<file path="config.mk">
export PLATFORM = sky130hd
export DESIGN_NAME = data_lane_array
export DESIGN_NICKNAME = d
export VERILOG_FILES = /design/src/hw/route_csr_pkg.sv /design/src/hw/spad_route_pkg.sv /design/src/hw/data_lane.sv /design/src/hw/data_lane_array.sv /design/src/hw/lane_skew_drain.sv /design/src/hw/route_csr_axil.sv /design/src/hw/spad_stream_feeder.sv
export SDC_FILE = /design/constraint.sdc
export NUM_CORES = 2
export LEC_CHECK = 0
export BUFFER_PORTS_ARGS = -buffer_cell sky130_fd_sc_hd__buf_2
export CAP_MARGIN = 10
export CORE_ASPECT_RATIO = 1.5
export CORE_MARGIN = 3
export CORE_UTILIZATION = 50
export CTS_BUF_LIST = sky130_fd_sc_hd__clkbuf_2
export CTS_CLUSTER_SIZE = 25
export DETAILED_ROUTE_END_ITERATION = 7
export HOLD_SLACK_MARGIN = 0.12
export PLACE_DENSITY = 0.77
export SKIP_CTS_REPAIR_TIMING = 1
export SLEW_MARGIN = 25
export SYNTH_ARGS = -nofsm -noshare
export SYNTH_HDL_FRONTEND = slang
export SYNTH_SLANG_ARGS = --single-unit
export TNS_END_PERCENT = 10
</file>
<file path="constraint.sdc">
create_clock -name i_clk -period 9.7 [get_ports i_clk]
set_clock_uncertainty 0.05 [all_clocks]
set_input_delay 1.94 -clock i_clk [delete_from_list [all_inputs] [get_ports i_clk]]
set_output_delay 1.94 -clock i_clk [all_outputs]
set_load 0.01 [all_outputs]
</file>
<file path="src/hw/route_csr_pkg.sv">
`default_nettype none

package route_csr_pkg;

    parameter int AXIL_ADDR_WIDTH = 8;
    parameter int AXIL_DATA_WIDTH = 32;

    parameter logic [AXIL_ADDR_WIDTH-1:0] CTRL_OFFSET = 8'h00;
    parameter logic [AXIL_ADDR_WIDTH-1:0] STATUS_OFFSET = 8'h04;
    parameter logic [AXIL_ADDR_WIDTH-1:0] WIN_BASE = 8'h10; // One word per lane.

    parameter logic [1:0] RESP_OKAY = 2'b00;
    parameter logic [1:0] RESP_SLVERR = 2'b10;

    // CTRL fields.
    parameter int CTRL_CLEAR_BIT = 0;
    parameter int CTRL_PTR_RST_BIT = 1;
    parameter int CTRL_AC_EN_BIT = 2;
    parameter int CTRL_PMODE_LSB = 4;

    // STATUS fields.
    parameter int STAT_DONE_BIT = 0;
    parameter int STAT_EMPTY_BIT = 1;
    parameter int STAT_FULL_LSB = 8;

    parameter int WIN_END_LSB = 8;

endpackage

`default_nettype wire

</file>
<file path="src/hw/spad_route_pkg.sv">
`default_nettype none

package spad_route_pkg;

    parameter int SPAD_DATA_WIDTH = 64;
    parameter int ADDR_WIDTH = 8;
    parameter int DATA_WIDTH = 8;
    parameter int SPAD_N = SPAD_DATA_WIDTH / DATA_WIDTH;
    parameter int SPAD_N4 = SPAD_DATA_WIDTH / 4;

    // Codes 2 and 3 are undefined and unpack like 8-bit mode.
    typedef enum logic [1:0] {
        PM_INT8 = 2'd0,
        PM_INT4 = 2'd1
    } p_mode_t;

    // Element 0 sits in the lowest bits in both views.
    typedef union packed {
        logic [SPAD_N-1:0][DATA_WIDTH-1:0] bytes;
        logic [SPAD_N4-1:0][3:0] nibbles;
    } spad_word_t;

endpackage

`default_nettype wire

</file>
<file path="src/hw/data_lane.sv">
`timescale 1ns/1ps
`default_nettype none

module data_lane #(
    parameter int MISO_DEPTH = 16
) (
    input  logic i_clk,
    input  logic i_nrst,
    input  logic i_reg_clear,
    input  logic i_fifo_ptr_reset,
    input  logic i_ac_en,

    input  logic [spad_route_pkg::ADDR_WIDTH-1:0] i_start_addr,
    input  logic [spad_route_pkg::ADDR_WIDTH-1:0] i_end_addr,

    input  spad_route_pkg::spad_word_t i_data,
    input  logic [spad_route_pkg::ADDR_WIDTH-1:0] i_addr,
    input  logic i_data_valid,

    input  spad_route_pkg::p_mode_t i_p_mode,
    input  logic i_miso_pop_en,

    output logic [spad_route_pkg::DATA_WIDTH-1:0] o_data,
    output logic o_valid,
    output logic o_miso_empty,
    output logic o_miso_full,
    output logic o_route_done
);
    localparam int PW = $clog2(MISO_DEPTH);
    localparam int IW = $clog2(spad_route_pkg::SPAD_N4);
    localparam int DW = spad_route_pkg::DATA_WIDTH;

    spad_route_pkg::spad_word_t mem [MISO_DEPTH];
    spad_route_pkg::spad_word_t head;
    logic [PW-1:0] wr_ptr, rd_ptr;
    logic [PW:0] count;
    logic [IW-1:0] idx, last;
    logic [DW-1:0] elem;
    logic in_win, push, pop, retire;

    function automatic logic [PW-1:0] next_ptr(input logic [PW-1:0] p);
        return (p == PW'(MISO_DEPTH - 1)) ? '0 : p + 1'b1;
    endfunction

    // ******************************************************************
    // Window compare and MISO FIFO
    // ******************************************************************
    assign in_win = (i_addr >= i_start_addr) && (i_addr <= i_end_addr); // Bounds included.
    assign push = i_ac_en && i_data_valid && in_win && !i_fifo_ptr_reset;

    assign o_miso_empty = (count == '0);
    assign o_miso_full = (count >= (PW + 1)'(MISO_DEPTH - 1)); // Under 2 free.

    always_ff @(posedge i_clk or negedge i_nrst) begin
        if (!i_nrst) begin
            wr_ptr <= '0;
            rd_ptr <= '0;
            count <= '0;
        end else if (i_fifo_ptr_reset) begin
            wr_ptr <= '0;
            rd_ptr <= '0;
            count <= '0;
        end else begin
            if (push) wr_ptr <= next_ptr(wr_ptr);
            if (retire) rd_ptr <= next_ptr(rd_ptr);
            if (push && !retire) count <= count + 1'b1;
            else if (retire && !push) count <= count - 1'b1;
        end
    end

    always_ff @(posedge i_clk) begin
        if (push) mem[wr_ptr] <= i_data;
    end

    always_ff @(posedge i_clk or negedge i_nrst) begin
        if (!i_nrst) o_route_done <= 1'b0;
        else if (i_reg_clear) o_route_done <= 1'b0;
        else if (i_ac_en && i_data_valid && i_addr == i_end_addr) o_route_done <= 1'b1;
    end

    // ******************************************************************
    // Element unpacker
    // ******************************************************************
    assign head = mem[rd_ptr];
    assign last = (i_p_mode == spad_route_pkg::PM_INT4) ? IW'(spad_route_pkg::SPAD_N4 - 1)
                                                         : IW'(spad_route_pkg::SPAD_N - 1);
    assign pop = i_miso_pop_en && !o_miso_empty && !i_reg_clear && !i_fifo_ptr_reset;
    assign retire = pop && (idx >= last); // Mode may change mid-word.

    always_comb begin
        if (i_p_mode == spad_route_pkg::PM_INT4) elem = {{(DW - 4){1'b0}}, head.nibbles[idx]};
        else elem = head.bytes[idx[IW-2:0]];
    end

    always_ff @(posedge i_clk or negedge i_nrst) begin
        if (!i_nrst) begin
            idx <= '0;
            o_valid <= 1'b0;
        end else begin
            o_valid <= pop;
            if (i_reg_clear || i_fifo_ptr_reset || retire) idx <= '0;
            else if (pop) idx <= idx + 1'b1;
        end
    end

    always_ff @(posedge i_clk) begin
        if (pop) o_data <= elem;
    end

    a_no_overflow: assert property (@(posedge i_clk) disable iff (!i_nrst)
        push |-> count != (PW + 1)'(MISO_DEPTH));

endmodule

`default_nettype wire

</file>
<file path="src/hw/data_lane_array.sv">
`timescale 1ns/1ps
`default_nettype none

module data_lane_array #(
    parameter int COUNT = 4,
    parameter int MISO_DEPTH = 16
) (
    input  logic i_clk,
    input  logic i_nrst,

    // AXI4-Lite.
    input  logic [route_csr_pkg::AXIL_ADDR_WIDTH-1:0] i_awaddr,
    input  logic i_awvalid,
    output logic o_awready,
    input  logic [route_csr_pkg::AXIL_DATA_WIDTH-1:0] i_wdata,
    input  logic [route_csr_pkg::AXIL_DATA_WIDTH/8-1:0] i_wstrb,
    input  logic i_wvalid,
    output logic o_wready,
    output logic [1:0] o_bresp,
    output logic o_bvalid,
    input  logic i_bready,
    input  logic [route_csr_pkg::AXIL_ADDR_WIDTH-1:0] i_araddr,
    input  logic i_arvalid,
    output logic o_arready,
    output logic [route_csr_pkg::AXIL_DATA_WIDTH-1:0] o_rdata,
    output logic [1:0] o_rresp,
    output logic o_rvalid,
    input  logic i_rready,

    // Scratchpad stream.
    input  logic i_spad_valid,
    input  spad_route_pkg::spad_word_t i_spad_data,
    input  logic [spad_route_pkg::ADDR_WIDTH-1:0] i_spad_addr,
    output logic o_spad_ready,

    input  logic i_pop_en,

    output logic [COUNT-1:0][spad_route_pkg::DATA_WIDTH-1:0] o_data,
    output logic [COUNT-1:0] o_data_valid,
    output logic [COUNT-1:0] o_fifo_full,
    output logic o_fifo_empty,
    output logic o_route_done
);
    logic reg_clear, fifo_ptr_reset, ac_en;
    spad_route_pkg::p_mode_t p_mode;
    logic [COUNT-1:0][spad_route_pkg::ADDR_WIDTH-1:0] start_addr, end_addr;
    logic bc_valid;
    spad_route_pkg::spad_word_t bc_data;
    logic [spad_route_pkg::ADDR_WIDTH-1:0] bc_addr;
    logic [COUNT-1:0] lane_empty, lane_done, lane_pop_en;

    route_csr_axil #(.COUNT(COUNT)) u_csr (
        .i_clk(i_clk), .i_nrst(i_nrst),
        .i_awaddr(i_awaddr), .i_awvalid(i_awvalid), .o_awready(o_awready),
        .i_wdata(i_wdata), .i_wstrb(i_wstrb), .i_wvalid(i_wvalid), .o_wready(o_wready),
        .o_bresp(o_bresp), .o_bvalid(o_bvalid), .i_bready(i_bready),
        .i_araddr(i_araddr), .i_arvalid(i_arvalid), .o_arready(o_arready),
        .o_rdata(o_rdata), .o_rresp(o_rresp), .o_rvalid(o_rvalid), .i_rready(i_rready),
        .i_route_done(o_route_done), .i_fifo_empty(o_fifo_empty), .i_fifo_full(o_fifo_full),
        .o_reg_clear(reg_clear), .o_fifo_ptr_reset(fifo_ptr_reset),
        .o_ac_en(ac_en), .o_p_mode(p_mode),
        .o_start_addr(start_addr), .o_end_addr(end_addr)
    );

    spad_stream_feeder u_feeder (
        .i_clk(i_clk), .i_nrst(i_nrst),
        .i_spad_valid(i_spad_valid), .i_spad_data(i_spad_data),
        .i_spad_addr(i_spad_addr), .o_spad_ready(o_spad_ready),
        .i_any_full(|o_fifo_full),
        .o_bc_valid(bc_valid), .o_bc_data(bc_data), .o_bc_addr(bc_addr)
    );

    for (genvar k = 0; k < COUNT; k++) begin : g_lane
        data_lane #(.MISO_DEPTH(MISO_DEPTH)) u_lane (
            .i_clk(i_clk), .i_nrst(i_nrst),
            .i_reg_clear(reg_clear), .i_fifo_ptr_reset(fifo_ptr_reset), .i_ac_en(ac_en),
            .i_start_addr(start_addr[k]), .i_end_addr(end_addr[k]),
            .i_data(bc_data), .i_addr(bc_addr), .i_data_valid(bc_valid),
            .i_p_mode(p_mode), .i_miso_pop_en(lane_pop_en[k]),
            .o_data(o_data[k]), .o_valid(o_data_valid[k]),
            .o_miso_empty(lane_empty[k]), .o_miso_full(o_fifo_full[k]),
            .o_route_done(lane_done[k])
        );
    end

    lane_skew_drain #(.COUNT(COUNT)) u_drain (
        .i_clk(i_clk), .i_nrst(i_nrst),
        .i_reg_clear(reg_clear), .i_pop_en(i_pop_en),
        .i_lane_empty(lane_empty), .i_lane_done(lane_done),
        .o_pop_en(lane_pop_en), .o_fifo_empty(o_fifo_empty), .o_route_done(o_route_done)
    );

endmodule

`default_nettype wire

</file>
<file path="src/hw/lane_skew_drain.sv">
`timescale 1ns/1ps
`default_nettype none

module lane_skew_drain #(
    parameter int COUNT = 4
) (
    input  logic i_clk,
    input  logic i_nrst,
    input  logic i_reg_clear,
    input  logic i_pop_en,

    input  logic [COUNT-1:0] i_lane_empty,
    input  logic [COUNT-1:0] i_lane_done,

    output logic [COUNT-1:0] o_pop_en,
    output logic o_fifo_empty,
    output logic o_route_done
);
    localparam int CW = $clog2(COUNT + 1);

    logic [CW-1:0] skew_cnt; // Saturates at COUNT.

    always_ff @(posedge i_clk or negedge i_nrst) begin
        if (!i_nrst) skew_cnt <= '0;
        else if (i_reg_clear) skew_cnt <= '0;
        else if (i_pop_en && skew_cnt != CW'(COUNT)) skew_cnt <= skew_cnt + 1'b1;
    end

    // Lane k joins k popping cycles after lane 0.
    always_comb begin
        for (int k = 0; k < COUNT; k++) begin
            o_pop_en[k] = i_pop_en && (int'(skew_cnt) >= k);
        end
    end

    assign o_fifo_empty = &i_lane_empty;
    assign o_route_done = &i_lane_done;

endmodule

`default_nettype wire

</file>
<file path="src/hw/route_csr_axil.sv">
`timescale 1ns/1ps
`default_nettype none

module route_csr_axil #(
    parameter int COUNT = 4
) (
    input  logic i_clk,
    input  logic i_nrst,

    input  logic [route_csr_pkg::AXIL_ADDR_WIDTH-1:0] i_awaddr,
    input  logic i_awvalid,
    output logic o_awready,
    input  logic [route_csr_pkg::AXIL_DATA_WIDTH-1:0] i_wdata,
    input  logic [route_csr_pkg::AXIL_DATA_WIDTH/8-1:0] i_wstrb,
    input  logic i_wvalid,
    output logic o_wready,
    output logic [1:0] o_bresp,
    output logic o_bvalid,
    input  logic i_bready,
    input  logic [route_csr_pkg::AXIL_ADDR_WIDTH-1:0] i_araddr,
    input  logic i_arvalid,
    output logic o_arready,
    output logic [route_csr_pkg::AXIL_DATA_WIDTH-1:0] o_rdata,
    output logic [1:0] o_rresp,
    output logic o_rvalid,
    input  logic i_rready,

    input  logic i_route_done,
    input  logic i_fifo_empty,
    input  logic [COUNT-1:0] i_fifo_full,

    output logic o_reg_clear,
    output logic o_fifo_ptr_reset,
    output logic o_ac_en,
    output spad_route_pkg::p_mode_t o_p_mode,
    output logic [COUNT-1:0][spad_route_pkg::ADDR_WIDTH-1:0] o_start_addr,
    output logic [COUNT-1:0][spad_route_pkg::ADDR_WIDTH-1:0] o_end_addr
);
    localparam int AW = route_csr_pkg::AXIL_ADDR_WIDTH;
    localparam int DW = route_csr_pkg::AXIL_DATA_WIDTH;
    localparam int LW = spad_route_pkg::ADDR_WIDTH;

    logic aw_got, w_got, aw_fire, w_fire, ar_fire, do_write;
    logic [AW-1:0] awaddr_q, wr_addr;
    logic [DW-1:0] wdata_q, wr_data, rd_data;
    logic [DW/8-1:0] wstrb_q, wr_strb;
    logic [1:0] rd_resp;

    function automatic logic is_win(input logic [AW-1:0] a);
        return (a >= route_csr_pkg::WIN_BASE) && (a < route_csr_pkg::WIN_BASE + 4 * COUNT);
    endfunction

    function automatic logic [AW-3:0] win_idx(input logic [AW-1:0] a);
        return a[AW-1:2] - route_csr_pkg::WIN_BASE[AW-1:2];
    endfunction

    // ******************************************************************
    // Write channel
    // ******************************************************************
    assign o_awready = !aw_got && !o_bvalid;
    assign o_wready = !w_got && !o_bvalid;
    assign aw_fire = i_awvalid && o_awready;
    assign w_fire = i_wvalid && o_wready;
    assign do_write = (aw_got || aw_fire) && (w_got || w_fire);

    assign wr_addr = aw_got ? awaddr_q : i_awaddr;
    assign wr_data = w_got ? wdata_q : i_wdata;
    assign wr_strb = w_got ? wstrb_q : i_wstrb;

    always_ff @(posedge i_clk) begin
        if (aw_fire) awaddr_q <= i_awaddr;
        if (w_fire) begin
            wdata_q <= i_wdata;
            wstrb_q <= i_wstrb;
        end
    end

    always_ff @(posedge i_clk or negedge i_nrst) begin
        if (!i_nrst) begin
            aw_got <= 1'b0;
            w_got <= 1'b0;
            o_bvalid <= 1'b0;
            o_bresp <= route_csr_pkg::RESP_OKAY;
            o_reg_clear <= 1'b0;
            o_fifo_ptr_reset <= 1'b0;
            o_ac_en <= 1'b0;
            o_p_mode <= spad_route_pkg::PM_INT8;
            o_start_addr <= '0;
            o_end_addr <= '0;
        end else begin
            o_reg_clear <= 1'b0; // Pulses last one cycle.
            o_fifo_ptr_reset <= 1'b0;
            aw_got <= !do_write && (aw_got || aw_fire);
            w_got <= !do_write && (w_got || w_fire);
            if (o_bvalid && i_bready) o_bvalid <= 1'b0;
            if (do_write) begin
                o_bvalid <= 1'b1;
                o_bresp <= route_csr_pkg::RESP_OKAY;
                if (wr_addr == route_csr_pkg::CTRL_OFFSET) begin
                    if (wr_strb[0]) begin
                        o_reg_clear <= wr_data[route_csr_pkg::CTRL_CLEAR_BIT];
                        o_fifo_ptr_reset <= wr_data[route_csr_pkg::CTRL_PTR_RST_BIT];
                        o_ac_en <= wr_data[route_csr_pkg::CTRL_AC_EN_BIT];
                        o_p_mode <= spad_route_pkg::p_mode_t'(
                            wr_data[route_csr_pkg::CTRL_PMODE_LSB +: 2]);
                    end
                end else if (is_win(wr_addr)) begin
                    if (wr_strb[0]) o_start_addr[win_idx(wr_addr)] <= wr_data[0 +: LW];
                    if (wr_strb[1]) begin
                        o_end_addr[win_idx(wr_addr)] <=
                            wr_data[route_csr_pkg::WIN_END_LSB +: LW];
                    end
                end else if (wr_addr != route_csr_pkg::STATUS_OFFSET) begin
                    o_bresp <= route_csr_pkg::RESP_SLVERR;
                end
            end
        end
    end

    // ******************************************************************
    // Read channel
    // ******************************************************************
    assign o_arready = !o_rvalid;
    assign ar_fire = i_arvalid && o_arready;

    always_comb begin
        rd_data = '0;
        rd_resp = route_csr_pkg::RESP_OKAY;
        if (i_araddr == route_csr_pkg::CTRL_OFFSET) begin
            rd_data[route_csr_pkg::CTRL_AC_EN_BIT] = o_ac_en;
            rd_data[route_csr_pkg::CTRL_PMODE_LSB +: 2] = o_p_mode;
        end else if (i_araddr == route_csr_pkg::STATUS_OFFSET) begin
            rd_data[route_csr_pkg::STAT_DONE_BIT] = i_route_done;
            rd_data[route_csr_pkg::STAT_EMPTY_BIT] = i_fifo_empty;
            rd_data[route_csr_pkg::STAT_FULL_LSB +: COUNT] = i_fifo_full;
        end else if (is_win(i_araddr)) begin
            rd_data[0 +: LW] = o_start_addr[win_idx(i_araddr)];
            rd_data[route_csr_pkg::WIN_END_LSB +: LW] = o_end_addr[win_idx(i_araddr)];
        end else begin
            rd_resp = route_csr_pkg::RESP_SLVERR;
        end
    end

    always_ff @(posedge i_clk) begin
        if (ar_fire) begin
            o_rdata <= rd_data;
            o_rresp <= rd_resp;
        end
    end

    always_ff @(posedge i_clk or negedge i_nrst) begin
        if (!i_nrst) o_rvalid <= 1'b0;
        else if (ar_fire) o_rvalid <= 1'b1;
        else if (i_rready) o_rvalid <= 1'b0;
    end

    a_bvalid_hold: assert property (@(posedge i_clk) disable iff (!i_nrst)
        o_bvalid && !i_bready |=> o_bvalid && $stable(o_bresp));

endmodule

`default_nettype wire

</file>
<file path="src/hw/spad_stream_feeder.sv">
`timescale 1ns/1ps
`default_nettype none

module spad_stream_feeder (
    input  logic i_clk,
    input  logic i_nrst,

    input  logic i_spad_valid,
    input  spad_route_pkg::spad_word_t i_spad_data,
    input  logic [spad_route_pkg::ADDR_WIDTH-1:0] i_spad_addr,
    output logic o_spad_ready,

    input  logic i_any_full,

    output logic o_bc_valid,
    output spad_route_pkg::spad_word_t o_bc_data,
    output logic [spad_route_pkg::ADDR_WIDTH-1:0] o_bc_addr
);
    logic run; // Set once reset is released.
    logic xfer;

    assign o_spad_ready = run && !i_any_full;
    assign xfer = i_spad_valid && o_spad_ready;

    always_ff @(posedge i_clk or negedge i_nrst) begin
        if (!i_nrst) begin
            run <= 1'b0;
            o_bc_valid <= 1'b0;
        end else begin
            run <= 1'b1;
            o_bc_valid <= xfer;
        end
    end

    always_ff @(posedge i_clk) begin
        if (xfer) begin
            o_bc_data <= i_spad_data;
            o_bc_addr <= i_spad_addr;
        end
    end

    // A stalled word stays put while it is offered.
    a_src_stable: assert property (@(posedge i_clk) disable iff (!i_nrst)
        i_spad_valid && !o_spad_ready |=>
            !i_spad_valid || ($stable(i_spad_data) && $stable(i_spad_addr)));

endmodule

`default_nettype wire

</file>
# [Word-level counts from Yosys, hierarchy flattened]
# Memory sizes are Yosys's and may differ from the RTL's.
# Index checks and enable logic that the tools add are counted.
[totals] n_memories=4 reg_bits=304 word_cells=377 output_inout_bits=84 ramBits=4096 in_bits=133
[memory_table] name="g_lane[0].u_lane.mem" depth=16 word_bits=64 rd=1 rd_ports_with_merged_regs=0 write_ports=1 line="data_lane.sv:33" text="spad_route_pkg::spad_word_t mem [MISO_DEPTH];"
[memory_table] name="g_lane[1].u_lane.mem" depth=16 word_bits=64 rd=1 rd_ports_with_merged_regs=0 write_ports=1 line="data_lane.sv:33"
[memory_table] name="g_lane[2].u_lane.mem" depth=16 word_bits=64 rd=1 rd_ports_with_merged_regs=0 write_ports=1 line="data_lane.sv:33"
[memory_table] name="g_lane[3].u_lane.mem" depth=16 word_bits=64 rd=1 rd_ports_with_merged_regs=0 write_ports=1 line="data_lane.sv:33"
[classes] addsub=23 n_lt_le_gt_ge=34 muxes=114 eq_ne=16 n_bitwise=2 n_reduce_logical=123
[op_table] operator="4-bit two-way mux" count=43
[op_table] operator="8-bit binary-select mux with 3-bit select" count=4
[op_table] operator="4-bit binary-select mux with 4-bit select" count=4
[op_table] operator="32-bit bitwise mux" count=2
[op_table] operator="8-bit two-way mux" count=8
[op_table] operator="5-bit two-way mux" count=12
[op_table] operator="1-bit logical AND" count=59
[op_table] operator="4-bit by 1-bit adder with 4-bit output (second input constant)" count=12
[op_table] operator="2-bit nonzero test" count=19
[op_table] operator="8-bit binary-select mux with 2-bit select" count=2
[op_table] operator="4-bit equality test (second input constant)" count=8
[op_table] operator="8-bit equality test" count=4
[op_table] operator="8-bit >= comparator" count=4
[op_table] operator="8-bit less-or-equal comparator" count=4
[op_table] operator="1-bit two-way mux" count=27
[op_table] operator="5-bit by 1-bit adder with 5-bit output (second input constant)" count=4
[op_table] operator="5-bit by 4-bit >= comparator with 1-bit output (second input constant)" count=4
[op_table] operator="1-bit logical NOT" count=20
[op_table] operator="5-bit logical NOT" count=4
[op_table] operator="4-bit by 5-bit < comparator with 1-bit output (second input constant)" count=4
[op_table] operator="5-bit by 1-bit subtractor with 5-bit output (second input constant)" count=4
[op_table] operator="8-bit demux with 2-bit select" count=1
[op_table] operator="4-bit >= comparator" count=4
[op_table] operator="8-bit by 5-bit >= comparator with 1-bit output (second input constant)" count=2
[op_table] operator="other kinds (25)" count=53

# [Longest topological paths before layout]
[depth] ltp_word=10 mapped_depth=17 ltp_nobuf=17

# [Cells and area by module]
# A second synthesis with hierarchy kept.
[unflattened] cells_unflattened=8793 hier_area_um2=175854.9
[by_module_without_submodules] module="data_lane at g_lane[0].u_lane ..." area_each_um2=41991.5 seq_area_each_um2=31465.2 cells_each=2089 instances=2
[by_module_without_submodules] module="data_lane at g_lane[3].u_lane" area_each_um2=42024.1 seq_area_each_um2=31465.2 cells_each=2091 instances=1
[by_module_without_submodules] module="data_lane at g_lane[2].u_lane" area_each_um2=41996.5 seq_area_each_um2=31465.2 cells_each=2089 instances=1
[by_module_without_submodules] module="route_csr_axil" area_each_um2=5351.4 seq_area_each_um2=3143.0 cells_each=328 instances=1
[by_module_without_submodules] module="spad_stream_feeder" area_each_um2=2230.9 seq_area_each_um2=2212.1 cells_each=77 instances=1
[by_module_without_submodules] module="lane_skew_drain" area_each_um2=261.5 seq_area_each_um2=75.1 cells_each=29 instances=1
[by_module_without_submodules] module="data_lane_array" area_each_um2=7.5 seq_area_each_um2=0.0 cells_each=1 instances=1

# [Least setup slack after synthesis]
# No wires, ideal clock.
[synth_timing] path_kind="reg2reg" start="reg u_feeder.o_bc_addr[1] (netlist name)" end="mem g_lane[2].u_lane.mem[3][0] (netlist name) (enable)" period_less_slack_ns=9.015 path_slack_ns=0.685 n_path_buf=1 t_arrival_ns=8.321 setup_ns=0.644 required_time_ns=9.006 path_stages_with_launch=11 path_cell_list="edfxtp_1 > ha_1 > nor2b_1 > o21a_1 > o21ai_0 > a21oi_1 > o21bai_1 > o211ai_1 > or2_2 > clkbuf_1 > nor4_1"
[synth_via] elab_chain_cells=6 word_cells_on_any_way=7 classes_between="2 x order compare; 2 x mux; 3 x reduce/logical"
[synth_rtl] element="start: declaration" line="spad_stream_feeder.sv:17" text="output logic [spad_route_pkg::ADDR_WIDTH-1:0] o_bc_addr"
[synth_rtl] element="start signal: assignment" line="spad_stream_feeder.sv:38" text="o_bc_addr <= i_spad_addr;"
[synth_rtl] element="8-bit >= comparator or 8-bit less-or-equal comparator (tied branches)" line="data_lane.sv:48" text="assign in_win = (i_addr >= i_start_addr) && (i_addr <= i_end_addr);"
[synth_rtl] element="1-bit logical AND (*)" line="data_lane.sv:48"
[synth_rtl] element="1-bit logical AND (*) (2 in a row)" line="data_lane.sv:49" text="assign push = i_ac_en && i_data_valid && in_win && !i_fifo_ptr_reset;"
[synth_rtl] element="1-bit two-way mux (*)" line="data_lane.sv:72" text="if (push) mem[wr_ptr] <= i_data;"
[synth_rtl] element="1-bit two-way mux (not written as such) (*)" line="data_lane.sv:72"
[synth_rtl] element="end: declaration" line="data_lane.sv:33"
# Mark *: on every way between the ends. The rest lies on a longest branch, timed or not.

# [Worst setup path after layout]
[layout_timing] start="reg g_lane[3].u_lane.count[1]" end="out o_fifo_empty"
[layout_via] elab_chain_cells=2
[layout_rtl] element="start: declaration" line="data_lane.sv:36" text="logic [PW:0] count;"
[layout_rtl] element="start signal: assignment" line="data_lane.sv:66" text="if (push && !retire) count <= count + 1'b1;"
[layout_rtl] element="start signal: assignment" line="data_lane.sv:67" text="else if (retire && !push) count <= count - 1'b1;"
[layout_rtl] element="5-bit logical NOT" line="data_lane.sv:51" text="assign o_miso_empty = (count == '0);"
[layout_rtl] element="4-bit AND reduction" line="lane_skew_drain.sv:36" text="assign o_fifo_empty = &i_lane_empty;"
[layout_rtl] element="end: declaration" line="data_lane_array.sv:41" text="output logic o_fifo_empty,"
# No other way between the ends.

==> impl_metrics.json <==
{
  "wire_per_inst_um": 30.1,
  "synth-edff-count": 4243,
  "outcome": "complete, but fails checks",
  "start_kind": "register",
  "crit_chain": "or4_1 -> nor2_1 -> and4_1 -> buf_2",
  "viasPerCell": 6.29,
  "grt_pass1_wl_um": 644000,
  "die_y_um": 729,
  "crit_path_max_fanout": 5,
  "min_from": "i_spad_data[44]",
  "tns_ns": 0,
  "violations": "design-rule violations",
  "arrival_ns": 4.11,
  "clk_path_buf_depth": 4,
  "globalplace.congestion": 0.928,
  "fin_crit_sh_pct": 62.9,
  "coreArea_sq_um": 347000,
  "wirelength_um": 449000,
  "hold_depth": 1,
  "clk_latency_ns": 1.98,
  "fmaxAchievable_mhz": 164,
  "drive_gt1_share_pct": 26.5,
  "async_flop_share_pct": 3.52,
  "layout_commonest_cell": "edfxtp_1",
  "die_w_um": 488,
  "nets": 9899,
  "cp-end-kind": "output pin",
  "drt_first_iter_violations": 12800,
  "setup.worst_path.class": "reg2out",
  "cap_violations": 0,
  "ant_nets": 0,
  "fin_util_pct": 54.6,
  "cts_made_buffers": 884,
  "reg2reg_slack_ns": 3.64,
  "portBuffers": 180,
  "grt_max_degree": 134,
  "setup_viol": 0,
  "vdd_drop_max_mv": 0.251,
  "rows": 265,
  "syn_area_sq_um": 174000,
  "cts-root-buf": "clkbuf_2",
  "vias": 93900,
  "synth.distinct_cells": 91,
  "powerDensity_nw_per_um2": 255,
  "htreeDepth": 6,
  "firstDrtPassIters": 8,
  "grtUsageTotal_pct": 24.9,
  "synthFlopType": "edfxtp_1",
  "clock-sinks": 4398,
  "yosys_register_bits": 4398,
  "grt-ovfl-total": 0,
  "start_util_pct": 50.2,
  "power.leakage_nw": 62.7,
  "synth_cells": 8718,
  "num_io_pins": 217,
  "worstMarginPinSlew_ns": 1.23,
  "r2r_cells": 12,
  "slowest_delay_ns": 0.60,
  "grt_pass1_vias": 96300,
  "cts_tree": "yes",
  "critPathRequiredTime_ns": 7.71,
  "min_period_ns": 6.10,
  "critPathBufInv": 1,
  "cp_slowest_cell": "nor2_1",
  "slew_violations": 0,
  "clk_pin_slew_ns": 0.11,
  "hold_path_class": "in2reg",
  "hold_viol": 0,
  "r2r_end": "g_lane[1].u_lane.mem[7][45]$_DFFE_PP_",
  "dp_hpwl_um": 246000,
  "synth_area_per_cell_sq_um": 20.0,
  "layout_common_cells": "edfxtp_1 (4,243), clkbuf_2 (1,235), mux4_2 (829)",
  "synth-seq-area-share_pct": 75.3,
  "critPathTopFamily": "simple AND/OR/NAND/NOR gates",
  "antenna_found_initial": 41,
  "rsz0062_at_grt": "no",
  "ys_warn_count": 0,
  "whs_endpoint": "u_feeder.o_bc_data[44]$_DFFE_PP_",
  "area_growth_pct": 8.69,
  "r2r-start": "u_feeder.o_bc_addr[1]$_DFFE_PP_",
  "slew_headroom_pct": 17.1,
  "post-route-drc-count": 6,
  "fill_cells": 25600,
  "die_area_sq_um": 356000
}
## Yosys cell counts (110+ instances only)
master | instances | area, sq um
edfxtp_1 | 4243 | 127000
mux4_2 | 829 | 18700
mux2i_1 | 590 | 5910
nand2_1 | 303 | 1140
nor2_1 | 289 | 1080
a21oi_1 | 250 | 1250
a221oi_1 | 233 | 2040
o21ai_0 | 224 | 1120
clkbuf_1 | 205 | 769
dfrtp_1 | 155 | 3880
a22oi_1 | 146 | 1100
ha_1 | 113 | 1410
inv_1 | 110 | 413
## flip-flops by register name (all words and copies together) (netlist names), 8 cells and up
register              cells
g_lane.u_lane.count      20
u_csr.o_end_addr         32
u_csr.wdata_q            16
g_lane.u_lane.wr_ptr     16
u_feeder.o_bc_data       64
g_lane.u_lane.o_data     32
u_csr.awaddr_q            8
u_feeder.o_bc_addr        8
g_lane.u_lane.idx        16
u_csr.o_rdata            16
g_lane.u_lane.mem      4096
g_lane.u_lane.rd_ptr     16
u_csr.o_start_addr       32
## routing by layer
metal | vias up | GRT usage, % | wire [um]
met5 | - | 0 | 140
met4 | 24 | 12.5 | 24200
met3 | 1266 | 5.05 | 49900
met2 | 6211 | 41.7 | 223000
met1 | 47800 | 30.8 | 151000
li1 | 38700 | - | -
## where the power goes
| part | internal (mW) | leakage, nW | total [mW] | switching [mW] |
|---|---|---|---|---|
| logic | 6.14 | 16.5 | 15.4 | 9.29 |
| registers | 21.5 | 40.2 | 22.2 | 0.713 |
| clock network | 3.81 | 6.06 | 10.7 | 6.90 |
| total | 31.5 | 62.7 | 48.4 | 16.9 |
## worst max path at each step
stage                                          startpoint                                    end  slack [ns]  depth (start not counted)
finish              g_lane[3].u_lane.count[1]$_DFFE_PN0P_                           o_fifo_empty        3.60                          4
global route        g_lane[3].u_lane.count[1]$_DFFE_PN0P_                           o_fifo_empty        3.33                          4
CTS                 g_lane[3].u_lane.count[0]$_DFFE_PN0P_                           o_fifo_empty        3.44                          4
detailed placement        u_feeder.o_bc_addr[1]$_DFFE_PP_  g_lane[1].u_lane.mem[8][14]$_DFFE_PP_        3.81                         11
global placement          u_feeder.o_bc_addr[1]$_DFFE_PP_  g_lane[1].u_lane.mem[12][5]$_DFFE_PP_        3.78                         11
floorplan                 u_feeder.o_bc_addr[1]$_DFFE_PP_   g_lane[2].u_lane.mem[3][0]$_DFFE_PP_        0.68                         10
## worst reg2reg max path, stage by stage (launching register included)
cell and delay (ns):
edfxtp_1 0.64, ha_1 0.40, nor2b_1 0.15, o21a_1 0.16, o21ai_0 0.15, a21oi_1 0.08, a2111oi_0 0.84, o211ai_1 0.63
nor2_1 0.49, nand2_1 0.33, nor2_4 0.57, buf_4 0.51, buf_4 0.59
## stage by stage
step,instance area (sq um),hold WS [ns],std cells,setup slack (ns),power (mW)
final,190000,0.236,14900,3.60,48.4
after global routing,190000,0.123,14900,3.33,50.4
after CTS,188000,-0.129,14800,3.44,48.3
after detailed placement,180000,0.432,13200,3.81,37.8
after global placement,180000,0.425,13200,3.78,37.4
after floorplan,174000,0.408,8735,0.685,33.5
## final cells by class
class                      instances  area (sq um)  share of cell area (%)
inverter                         120           450                   0.238
sequential                      4398        131000                    69.3
antenna                           17          42.5                  0.0224
tap                             4539          5680                    3.00
clock inverter                   377          1910                    1.01
timing repair buffer             522          3980                    2.10
multi-input combinational       3723         40000                    21.1
clock buffer                    1235          6180                    3.26
## cell families after synthesis
group,after synthesis,synth area share (%)
xor gates and xnor gates,34,0.171
adders and majority gates,117,0.857
other,2,0.00431
muxes,1458,14.6
and+or+nand+nor,893,2.29
DFF,4398,75.3
AOI/OAI and AO/OA,1202,4.70
buffers and inverters,614,2.10
Note: power is estimated with default switching activity, not from simulation.
